**config.mk**
```make
export PLATFORM = sky130hd
export DESIGN_NAME = gteRegisterUnit
export DESIGN_NICKNAME = d
export VERILOG_FILES = /design/src/common/gtePkg.sv /design/src/gte/gteRegisterUnit.sv /design/src/logic/gteLeadCount.sv /design/src/logic/gteReadMux.sv /design/src/regfile/gteRegBank.sv /design/src/special/gteSpecialRegs.sv
export SDC_FILE = /design/constraint.sdc
export NUM_CORES = 2
export LEC_CHECK = 0
export BUFFER_PORTS_ARGS = -buffer_cell sky130_fd_sc_hd__buf_2
export CORE_UTILIZATION = 63
export DETAILED_ROUTE_END_ITERATION = 6
export PLACE_DENSITY = 0.76
export SYNTH_ARGS = -nofsm -noshare
export SYNTH_HDL_FRONTEND = slang
export SYNTH_SLANG_ARGS = --single-unit
```
**constraint.sdc**
```tcl
create_clock -name i_clk -period 3.77 [get_ports i_clk]
set_clock_uncertainty 0.1 [all_clocks]
set_input_delay 1.131 -clock i_clk [delete_from_list [all_inputs] [get_ports i_clk]]
set_output_delay 1.131 -clock i_clk [all_outputs]
set_load 0.02 [all_outputs]
```
**src/common/gtePkg.sv**
```systemverilog
package gtePkg;

	// ----------------------------
	// Widths
	// ----------------------------
	localparam int REG_ID_W    = 6;	// 64 CPU visible registers
	localparam int WORD_W      = 32;
	localparam int BANK_ADDR_W = 5;	// Index bit above this one picks the bank

	// ----------------------------
	// Data registers 0..31
	// ----------------------------
	localparam logic [REG_ID_W-1:0] VZ0  = 6'd1;
	localparam logic [REG_ID_W-1:0] VZ1  = 6'd3;
	localparam logic [REG_ID_W-1:0] VZ2  = 6'd5;
	localparam logic [REG_ID_W-1:0] RGBC = 6'd6;	// Code byte lives in bits 31:24
	localparam logic [REG_ID_W-1:0] OTZ  = 6'd7;
	localparam logic [REG_ID_W-1:0] IR0  = 6'd8;
	localparam logic [REG_ID_W-1:0] IR1  = 6'd9;
	localparam logic [REG_ID_W-1:0] IR2  = 6'd10;
	localparam logic [REG_ID_W-1:0] IR3  = 6'd11;
	localparam logic [REG_ID_W-1:0] SXY0 = 6'd12;
	localparam logic [REG_ID_W-1:0] SXY1 = 6'd13;
	localparam logic [REG_ID_W-1:0] SXY2 = 6'd14;
	localparam logic [REG_ID_W-1:0] SXYP = 6'd15;	// Push port, reads as SXY2
	localparam logic [REG_ID_W-1:0] SZ0  = 6'd16;
	localparam logic [REG_ID_W-1:0] SZ1  = 6'd17;
	localparam logic [REG_ID_W-1:0] SZ2  = 6'd18;
	localparam logic [REG_ID_W-1:0] SZ3  = 6'd19;
	localparam logic [REG_ID_W-1:0] RGB0 = 6'd20;
	localparam logic [REG_ID_W-1:0] RGB1 = 6'd21;
	localparam logic [REG_ID_W-1:0] RGB2 = 6'd22;
	localparam logic [REG_ID_W-1:0] IRGB = 6'd28;
	localparam logic [REG_ID_W-1:0] ORGB = 6'd29;	// Read only view of IR1..IR3
	localparam logic [REG_ID_W-1:0] LZCS = 6'd30;
	localparam logic [REG_ID_W-1:0] LZCR = 6'd31;

	// ----------------------------
	// Control registers 32..63
	// ----------------------------
	localparam logic [REG_ID_W-1:0] R33  = 6'd36;
	localparam logic [REG_ID_W-1:0] L33  = 6'd44;
	localparam logic [REG_ID_W-1:0] LB3  = 6'd52;
	localparam logic [REG_ID_W-1:0] H    = 6'd58;	// First of the zero filled block
	localparam logic [REG_ID_W-1:0] ZSF4 = 6'd62;	// Last of the zero filled block
	localparam logic [REG_ID_W-1:0] FLAG = 6'd63;	// Plain storage here

	// Two 16 bit halves, SX in low and SY in high
	typedef struct packed {
		logic [15:0] hi;
		logic [15:0] lo;
	} gteHalves_t;

	// One register word, seen whole, as halves or as bytes
	typedef union packed {
		logic [WORD_W-1:0] word;
		gteHalves_t        halves;
		logic [3:0][7:0]   bytes;	// [0] R, [1] G, [2] B, [3] code
	} gteWord_u;

endpackage

```
**src/gte/gteRegisterUnit.sv**
```systemverilog
`timescale 1ns/1ps

module gteRegisterUnit (
	input  logic                        i_clk,
	input  logic                        i_arstN,
	input  logic [gtePkg::REG_ID_W-1:0] i_regId,
	input  logic                        i_writeReg,	// One cycle per write
	input  logic                        i_readReg,	// One cycle per read
	input  logic [gtePkg::WORD_W-1:0]   i_dataIn,
	output logic [gtePkg::WORD_W-1:0]   o_dataOut	// Valid one cycle after the read
);

	import gtePkg::*;

	logic [WORD_W-1:0] dataWord;
	logic [WORD_W-1:0] ctrlWord;
	logic [15:0]       ir0, ir1, ir2, ir3;
	logic [15:0]       sz0, sz1, sz2, sz3;
	gteWord_u          sxy0, sxy1, sxy2;
	gteWord_u          crgb0, crgb1, crgb2;
	logic [5:0]        lzcr;
	logic [7:0]        code;

	// ----------------------------
	// Register banks
	// ----------------------------
	gteRegBank #(.BANK(1'b0)) gteDataBank_inst (	// Indices 0..31
		.i_clk      (i_clk),
		.i_arstN    (i_arstN),
		.i_regId    (i_regId),
		.i_writeReg (i_writeReg),
		.i_readReg  (i_readReg),
		.i_dataIn   (i_dataIn),
		.o_rdata    (dataWord)
	);

	gteRegBank #(.BANK(1'b1)) gteCtrlBank_inst (	// Indices 32..63
		.i_clk      (i_clk),
		.i_arstN    (i_arstN),
		.i_regId    (i_regId),
		.i_writeReg (i_writeReg),
		.i_readReg  (i_readReg),
		.i_dataIn   (i_dataIn),
		.o_rdata    (ctrlWord)
	);

	// Registers held outside the banks
	gteSpecialRegs gteSpecialRegs_inst (
		.i_clk      (i_clk),
		.i_arstN    (i_arstN),
		.i_regId    (i_regId),
		.i_writeReg (i_writeReg),
		.i_dataIn   (i_dataIn),
		.o_ir1      (ir1),
		.o_ir2      (ir2),
		.o_ir3      (ir3),
		.o_sxy0     (sxy0),
		.o_sxy1     (sxy1),
		.o_sxy2     (sxy2),
		.o_sz0      (sz0),
		.o_sz1      (sz1),
		.o_sz2      (sz2),
		.o_sz3      (sz3),
		.o_crgb0    (crgb0),
		.o_crgb1    (crgb1),
		.o_crgb2    (crgb2),
		.o_ir0      (ir0),
		.o_lzcr     (lzcr),
		.o_code     (code)
	);

	// ----------------------------
	// CPU read path
	// ----------------------------
	gteReadMux gteReadMux_inst (
		.i_clk      (i_clk),
		.i_arstN    (i_arstN),
		.i_regId    (i_regId),
		.i_readReg  (i_readReg),
		.i_dataWord (dataWord),
		.i_ctrlWord (ctrlWord),
		.i_ir1      (ir1),
		.i_ir2      (ir2),
		.i_ir3      (ir3),
		.i_sxy0     (sxy0),
		.i_sxy1     (sxy1),
		.i_sxy2     (sxy2),
		.i_sz0      (sz0),
		.i_sz1      (sz1),
		.i_sz2      (sz2),
		.i_sz3      (sz3),
		.i_crgb0    (crgb0),
		.i_crgb1    (crgb1),
		.i_crgb2    (crgb2),
		.i_ir0      (ir0),
		.i_lzcr     (lzcr),
		.i_code     (code),
		.o_dataOut  (o_dataOut)
	);

endmodule

```
**src/logic/gteLeadCount.sv**
```systemverilog
`timescale 1ns/1ps

module gteLeadCount (
	input  logic [31:0] i_value,
	output logic [5:0]  o_count
);

	// Bits that differ from the sign bit
	logic [30:0] diff;

	assign diff = i_value[30:0] ^ {31{i_value[31]}};

	// Leading zero count of diff, plus the sign bit itself
	always_comb begin
		o_count = 6'd32;	// Every bit equals the sign
		for (int i = 0; i < 31; i++) begin
			if (diff[i]) begin
				o_count = 6'(31 - i);	// Highest differing bit wins
			end
		end
	end

endmodule

```
**src/logic/gteReadMux.sv**
```systemverilog
`timescale 1ns/1ps

module gteReadMux (
	input  logic                        i_clk,
	input  logic                        i_arstN,
	input  logic [gtePkg::REG_ID_W-1:0] i_regId,
	input  logic                        i_readReg,
	input  logic [31:0]                 i_dataWord,	// Registered data bank word
	input  logic [31:0]                 i_ctrlWord,	// Registered control bank word

	input  logic [15:0]                 i_ir1,
	input  logic [15:0]                 i_ir2,
	input  logic [15:0]                 i_ir3,
	input  gtePkg::gteWord_u            i_sxy0,
	input  gtePkg::gteWord_u            i_sxy1,
	input  gtePkg::gteWord_u            i_sxy2,
	input  logic [15:0]                 i_sz0,
	input  logic [15:0]                 i_sz1,
	input  logic [15:0]                 i_sz2,
	input  logic [15:0]                 i_sz3,
	input  gtePkg::gteWord_u            i_crgb0,
	input  gtePkg::gteWord_u            i_crgb1,
	input  gtePkg::gteWord_u            i_crgb2,
	input  logic [15:0]                 i_ir0,
	input  logic [5:0]                  i_lzcr,
	input  logic [7:0]                  i_code,

	output logic [gtePkg::WORD_W-1:0]   o_dataOut
);

	import gtePkg::*;

	logic [REG_ID_W-1:0] rdIdx;	// Index of the last read
	logic                rdSignExt;
	logic                rdZeroFill;
	logic                signClass;
	logic                zeroClass;
	logic [14:0]         orgb;
	gteWord_u            srcWord;

	// Saturate one IR to a 5 bit colour channel
	function automatic logic [4:0] orgbChannel(input logic [15:0] ir);
		if (ir[15]) begin
			return 5'd0;	// Negative
		end else if (|ir[14:12]) begin
			return 5'd31;	// Over range
		end else begin
			return ir[11:7];
		end
	endfunction

	// ----------------------------
	// Widening class of the live index
	// ----------------------------
	assign signClass = (i_regId == R33) || (i_regId == L33) || (i_regId == LB3)
		|| (i_regId == VZ0) || (i_regId == VZ1) || (i_regId == VZ2)
		|| ((i_regId >= IR0) && (i_regId <= IR3));

	assign zeroClass = ((i_regId >= H) && (i_regId <= ZSF4))
		|| ((i_regId >= SZ0) && (i_regId <= SZ3))
		|| (i_regId == OTZ);

	always_ff @(posedge i_clk or negedge i_arstN) begin
		if (!i_arstN) begin
			rdIdx      <= '0;
			rdSignExt  <= 1'b0;
			rdZeroFill <= 1'b0;
		end else if (i_readReg) begin
			rdIdx      <= i_regId;
			rdSignExt  <= signClass;
			rdZeroFill <= zeroClass;
		end
	end

	// Blue in the high bits and red in the low bits
	assign orgb = {orgbChannel(i_ir3), orgbChannel(i_ir2), orgbChannel(i_ir1)};

	// ----------------------------
	// Source select
	// ----------------------------
	always_comb begin
		srcWord.word = i_dataWord;	// Plain data register
		if (rdIdx[BANK_ADDR_W]) begin
			srcWord.word = i_ctrlWord;
		end else begin
			case (rdIdx)
				IR0:        srcWord.word = {16'h0000, i_ir0};
				IR1:        srcWord.word = {16'h0000, i_ir1};
				IR2:        srcWord.word = {16'h0000, i_ir2};
				IR3:        srcWord.word = {16'h0000, i_ir3};
				SXY0:       srcWord = i_sxy0;
				SXY1:       srcWord = i_sxy1;
				SXY2, SXYP: srcWord = i_sxy2;	// SXYP mirrors the FIFO tail
				SZ0:        srcWord.word = {16'h0000, i_sz0};
				SZ1:        srcWord.word = {16'h0000, i_sz1};
				SZ2:        srcWord.word = {16'h0000, i_sz2};
				SZ3:        srcWord.word = {16'h0000, i_sz3};
				RGB0:       srcWord = i_crgb0;
				RGB1:       srcWord = i_crgb1;
				RGB2:       srcWord = i_crgb2;
				IRGB, ORGB: srcWord.word = {17'd0, orgb};
				LZCR:       srcWord.word = {26'd0, i_lzcr};
				default: ;
			endcase
		end
	end

	// ----------------------------
	// Widening of the upper half
	// ----------------------------
	always_comb begin
		if (rdSignExt) begin
			o_dataOut = {{16{srcWord.halves.lo[15]}}, srcWord.halves.lo};
		end else if (rdZeroFill) begin
			o_dataOut = {16'h0000, srcWord.halves.lo};
		end else begin
			o_dataOut = srcWord.word;	// Full 32 bits
		end
	end

endmodule

```
**src/regfile/gteRegBank.sv**
```systemverilog
`timescale 1ns/1ps

module gteRegBank #(
	parameter bit BANK = 1'b0	// Value of i_regId[5] served here
) (
	input  logic        i_clk,
	input  logic        i_arstN,
	input  logic [5:0]  i_regId,
	input  logic        i_writeReg,
	input  logic        i_readReg,
	input  logic [31:0] i_dataIn,
	output logic [31:0] o_rdata
);

	logic [31:0] mem [0:31];	// 32 words, no reset
	logic        bankHit;

	assign bankHit = (i_regId[5] == BANK);	// Upper index bit selects the bank

	// Write port
	always_ff @(posedge i_clk) begin
		if (i_writeReg && bankHit) begin
			mem[i_regId[4:0]] <= i_dataIn;
		end
	end

	// Registered read, held between reads
	always_ff @(posedge i_clk or negedge i_arstN) begin
		if (!i_arstN) begin
			o_rdata <= '0;
		end else if (i_readReg && bankHit) begin
			o_rdata <= mem[i_regId[4:0]];
		end
	end

endmodule

```
**src/special/gteSpecialRegs.sv**
```systemverilog
`timescale 1ns/1ps

module gteSpecialRegs (
	input  logic                        i_clk,
	input  logic                        i_arstN,
	input  logic [gtePkg::REG_ID_W-1:0] i_regId,
	input  logic                        i_writeReg,
	input  gtePkg::gteWord_u            i_dataIn,

	output logic [15:0]                 o_ir1,
	output logic [15:0]                 o_ir2,
	output logic [15:0]                 o_ir3,
	output gtePkg::gteWord_u            o_sxy0,
	output gtePkg::gteWord_u            o_sxy1,
	output gtePkg::gteWord_u            o_sxy2,
	output logic [15:0]                 o_sz0,
	output logic [15:0]                 o_sz1,
	output logic [15:0]                 o_sz2,
	output logic [15:0]                 o_sz3,
	output gtePkg::gteWord_u            o_crgb0,
	output gtePkg::gteWord_u            o_crgb1,
	output gtePkg::gteWord_u            o_crgb2,
	output logic [15:0]                 o_ir0,
	output logic [5:0]                  o_lzcr,
	output logic [7:0]                  o_code	// Cached RGBC code byte
);

	import gtePkg::*;

	logic [5:0] leadCount;	// Lead count of the word on the bus

	// ----------------------------
	// LZCS lead bit counter
	// ----------------------------
	gteLeadCount gteLeadCount_inst (
		.i_value (i_dataIn.word),
		.o_count (leadCount)
	);

	// ----------------------------
	// CPU write decode
	// ----------------------------
	always_ff @(posedge i_clk or negedge i_arstN) begin
		if (!i_arstN) begin
			o_ir0   <= '0;
			o_ir1   <= '0;
			o_ir2   <= '0;
			o_ir3   <= '0;
			o_sxy0  <= '0;
			o_sxy1  <= '0;
			o_sxy2  <= '0;
			o_sz0   <= '0;
			o_sz1   <= '0;
			o_sz2   <= '0;
			o_sz3   <= '0;
			o_crgb0 <= '0;
			o_crgb1 <= '0;
			o_crgb2 <= '0;
			o_code  <= '0;
			o_lzcr  <= '0;
		end else if (i_writeReg) begin
			case (i_regId)
				// Screen XY, direct or pushed
				SXY0: o_sxy0 <= i_dataIn;
				SXY1: o_sxy1 <= i_dataIn;
				SXY2: o_sxy2 <= i_dataIn;
				SXYP: begin	// Shift toward SXY0, new entry at the tail
					o_sxy0 <= o_sxy1;
					o_sxy1 <= o_sxy2;
					o_sxy2 <= i_dataIn;
				end
				// Depth, low half only
				SZ0:  o_sz0 <= i_dataIn.halves.lo;
				SZ1:  o_sz1 <= i_dataIn.halves.lo;
				SZ2:  o_sz2 <= i_dataIn.halves.lo;
				SZ3:  o_sz3 <= i_dataIn.halves.lo;
				// Interpolation registers
				IR0:  o_ir0 <= i_dataIn.halves.lo;
				IR1:  o_ir1 <= i_dataIn.halves.lo;
				IR2:  o_ir2 <= i_dataIn.halves.lo;
				IR3:  o_ir3 <= i_dataIn.halves.lo;
				// Colour FIFO entries, CPU writes are direct
				RGB0: o_crgb0 <= i_dataIn;
				RGB1: o_crgb1 <= i_dataIn;
				RGB2: o_crgb2 <= i_dataIn;
				RGBC: o_code  <= i_dataIn.bytes[3];	// Keep only the code byte
				LZCS: o_lzcr  <= leadCount;	// Result ready on the next read
				default: ;	// Bank only registers
			endcase
		end
	end

endmodule
```
==> results by group <==
Timing
  • Setup violators final: 32
  • Max Clk Rate: 222.4 MHz
  • Worst hold margin: 0.1371 ns
  • Pins over their slew limit: 0
  • Final Hold Fails: 0
  • Worst Tran Pin Value: 0.8759 ns
  • Minimum clock period: 4.496 ns
  • Final worst-path setup slack: -0.7263 ns
  • Unrepaired setup endpoints after global routing: true
  • Fin crit share: 1.193
  • Max_slew headroom: 0.4161

Placed design
  • Inst Count DP: 7173
  • Final Wtd Congestion: 0.9237
  • Final HPWL DP: 158300 um
  • Port bufs: 73

Power
  • Clock Power Share: 0.394
  • Comb pwr share: 0.075
  • Overall Power: 58.29 mW
  • P per Cell Area: 529.8 mW/mm^2
  • Internal Power: 44.66 mW
  • Sequential power share: 0.531
  • Switching part of the total power: 0.2339
  • Static Leak: 37.53 nW
  • Peak supply drop: 0.0005001 V
  • Net Switching: 13.63 mW

Die
  • Die Y: 391.9 um
  • I/O pin cnt: 74
  • Die ar.: 0.1536 sq mm
  • Initial core utilization: 0.6372
  • Chip Width: 391.9 um
  • Num rows: 142
  • Core footprint: 0.1503 sq mm

GRT
  • Largest net degree at the start of global routing: 75
  • Vias in the first global route: 54880
  • Total gr overflow: 0
  • First-pass GRT wire length: 397900 um
  • Initial antenna violation count: 26
  • GRT Total Usage: 0.3723

Detailed routing
  • Final WL: 280500 um
  • Drt initial violations: 8244
  • DRC violations left: 8
  • Met2 wire length: 132400 um
  • DR top layer: met5
  • Vias post-DR: 54400
  • DRT antenna net count: 0
  • DRT met1 WL: 96110 um
  • WL/cell: 36.69 um
  • Drt first pass iters: 7
  • Routed vias/inst: 7.116
  • DR WL met3: 36220 um

Cells and area
  • FF+latch area: 0.07147 sq mm
  • P&R area growth vs syn: 14.88%
  • Area of the multi-input gates: 0.02333 sq mm
  • Layout cell share with drive strength beyond 1: 0.2897
  • Finished Layout Cells: 7645
  • Filler cells: 8505
  • NumNets Final: 5471

Clock tree
  • Clk slew on worst S/H paths: 0.07 ns
  • Clock Path Buffers: 3
  • CTS H-Tree Depth: 4
  • Clk_lat worst skew: 0.87 ns
  • Clock buffers created by TritonCTS: 229
  • Clk sinks: 2446
  • Root Buffer Master: clkbuf_16
  • CTS tree: yes

Worst hold path
  • Hold Path Class: in2async

Critical path
  • CP endpoint kind: output pin
  • Crit path largest cell delay: 0.51 ns
  • Setup crit start kind: flop
  • Slowest CP cell: dfrtp_4
  • Reg-to-Reg End: gteCtrlBank_inst.o_rdata[18]
  • CP dominant cell by count: buf_4
  • WP data required: 2.54 ns
  • R2R depth: 4
  • Flop-to-flop setup slack: 1.68 ns
  • CP top delay family: buffers and inverters
  • Worst EP arrival: 3.27 ns
  • CP Buf/Inv Count: 4
  • Worst Path Max Fanout: 19
  • Worst R2R Start: gteCtrlBank_inst.mem[15][18]
  • Kind of critical path: reg2out
  • CP Cell Sequence: buf_12 > a2111oi_4 > buf_4 > nand3_4 > o2111ai_4 > buf_4 > nand4_1 > buf_6

Logic synthesis
  • Yosys warning total: 0
  • Number of synthesized flops with an enable pin: 2048
  • Largest area contributor in the netlist: edfxtp_1
  • Synth Flop Type: edfxtp_1
  • Most common cell in the netlist: edfxtp_1
  • Synth cell types: 77
  • Gate Count Post-Synth: 5091
  • Syn avg cell area: 18.81 sq um
  • Post-Syn Area: 0.09577 sq mm
  • Net Count, Synth: 5133
  • Flops & latches, synth: 2446
  • Post-synth ARST share: 0.1627
  • Yosys top cell area share: 0.6421
  • Synth area leaders: edfxtp_1 64%, mux4_2 12%, dfrtp_1 10%, mux2_2 2.2%, o22ai_1 1.6%
  • Post-synth top cells: 2048 x edfxtp_1, 512 x mux4_2, 398 x dfrtp_1
  • Post-synthesis sequential area ratio: 0.7461

Status
  • Failing checks: design-rule violations, negative setup slack
  • Status: complete, but fails checks

Job
  • Max cap viols: 0
[logic make-up (layout without fill, tap and decap cells)]
family,count (synthesis),after routing,synth area share
flip-flops,2446,2446,0.7461
AO/OA/AOI/OAI,810,810,0.05180
multiplexers,756,756,0.1483
AND/OR/NAND/NOR,707,707,0.03504
buffers and inverters,372,897,0.01867
other,0,13,0
[worst max path at each step]
stage,start,end,depth (start not counted)
after global routing,gteReadMux_inst.rdIdx[1],o_dataOut[19],9
final,gteReadMux_inst.rdIdx[1],o_dataOut[31],8
after floorplan,i_regId[1],gteCtrlBank_inst.mem[7][0],7
after global placement,gteReadMux_inst.rdIdx[0],o_dataOut[31],8
after detailed placement,gteReadMux_inst.rdIdx[0],o_dataOut[31],8
after CTS,gteReadMux_inst.rdIdx[1],o_dataOut[31],8
[power groups by stage]
stage	clock network (mW)	logic (mW)	registers, mW
floorplan	0	2.37	31.0
global placement	0	3.92	31.4
detailed placement	0	4.03	31.5
CTS	23.1	4.25	30.9
global route	24.1	4.60	31.0
finish	23.0	4.36	31.0
[timing repair]
item                       CTS  global route
hold buffers                 0             0
gates cloned                 3             0
buffers inserted            35             8
pin swaps                   40            33
setup endpoints to repair   32            32
resized for setup          117            42
[cells in the final DEF (no fill, tap or decap), types with 33 or more instances in the layout]
| master | netlist | final |
|---|---|---|
| buf_12 | 0 | 125 |
| nor2_4 | 0 | 52 |
| nor2_1 | 169 | 113 |
| buf_6 | 8 | 50 |
| mux4_2 | 512 | 512 |
| clkbuf_1 | 156 | 64 |
| nand2_1 | 293 | 282 |
| nand3_1 | 39 | 34 |
| clkbuf_16 | 0 | 229 |
| a21oi_1 | 171 | 168 |
| o22ai_1 | 239 | 239 |
| a22oi_1 | 74 | 68 |
| o21ai_0 | 217 | 213 |
| nand4_1 | 33 | 33 |
| mux2i_1 | 57 | 57 |
| buf_4 | 51 | 239 |
| edfxtp_1 | 2048 | 2048 |
| mux2_2 | 187 | 187 |
| buf_2 | 110 | 37 |
| dfrtp_1 | 398 | 393 |
| or4_1 | 59 | 59 |
| clkinv_2 | 0 | 38 |
[per-stage QoR]
stage | setup TNS, ns | worst slack, ns | util | instance area, sq um
3_5_place_dp | 0 | 0.1029 | 0.6760 | 101600
3_3_place_gp | 0 | 0.1124 | 0.6760 | 101600
4_1_cts | -18.54 | -0.7186 | 0.7306 | 109800
2_1_floorplan | -240.85 | -0.3390 | - | 95820
5_1_grt | -20.92 | -0.7931 | 0.7319 | 110000
6_report | -17.96 | -0.7263 | 0.7320 | 110000
[metal layers]
metal,vias to the layer above,GRT usage
li1,21380,-
met3,804,0.09576
met4,14,0.1849
met1,28050,0.4993
met5,-,0
met2,4155,0.5745
[area by class of cell]
class | instances | share of cell area
diodes | 13 | 0.0002957
clock buffers | 320 | 0.05759
clock inverters | 98 | 0.01018
inverters | 23 | 0.0007847
multi-input cells | 2273 | 0.2120
flip-flops and latches | 2446 | 0.6496
well taps | 2016 | 0.02293
repair buffers | 456 | 0.04665
[worst reg2reg max path: stages, from the launching register on]
cell,delay [ns]
edfxtp_1,0.39
mux4_2,0.52
o22ai_1,0.31
or4_1,0.44
o21ai_0,0.18
Note: power is estimated with default switching activity, not from simulation.
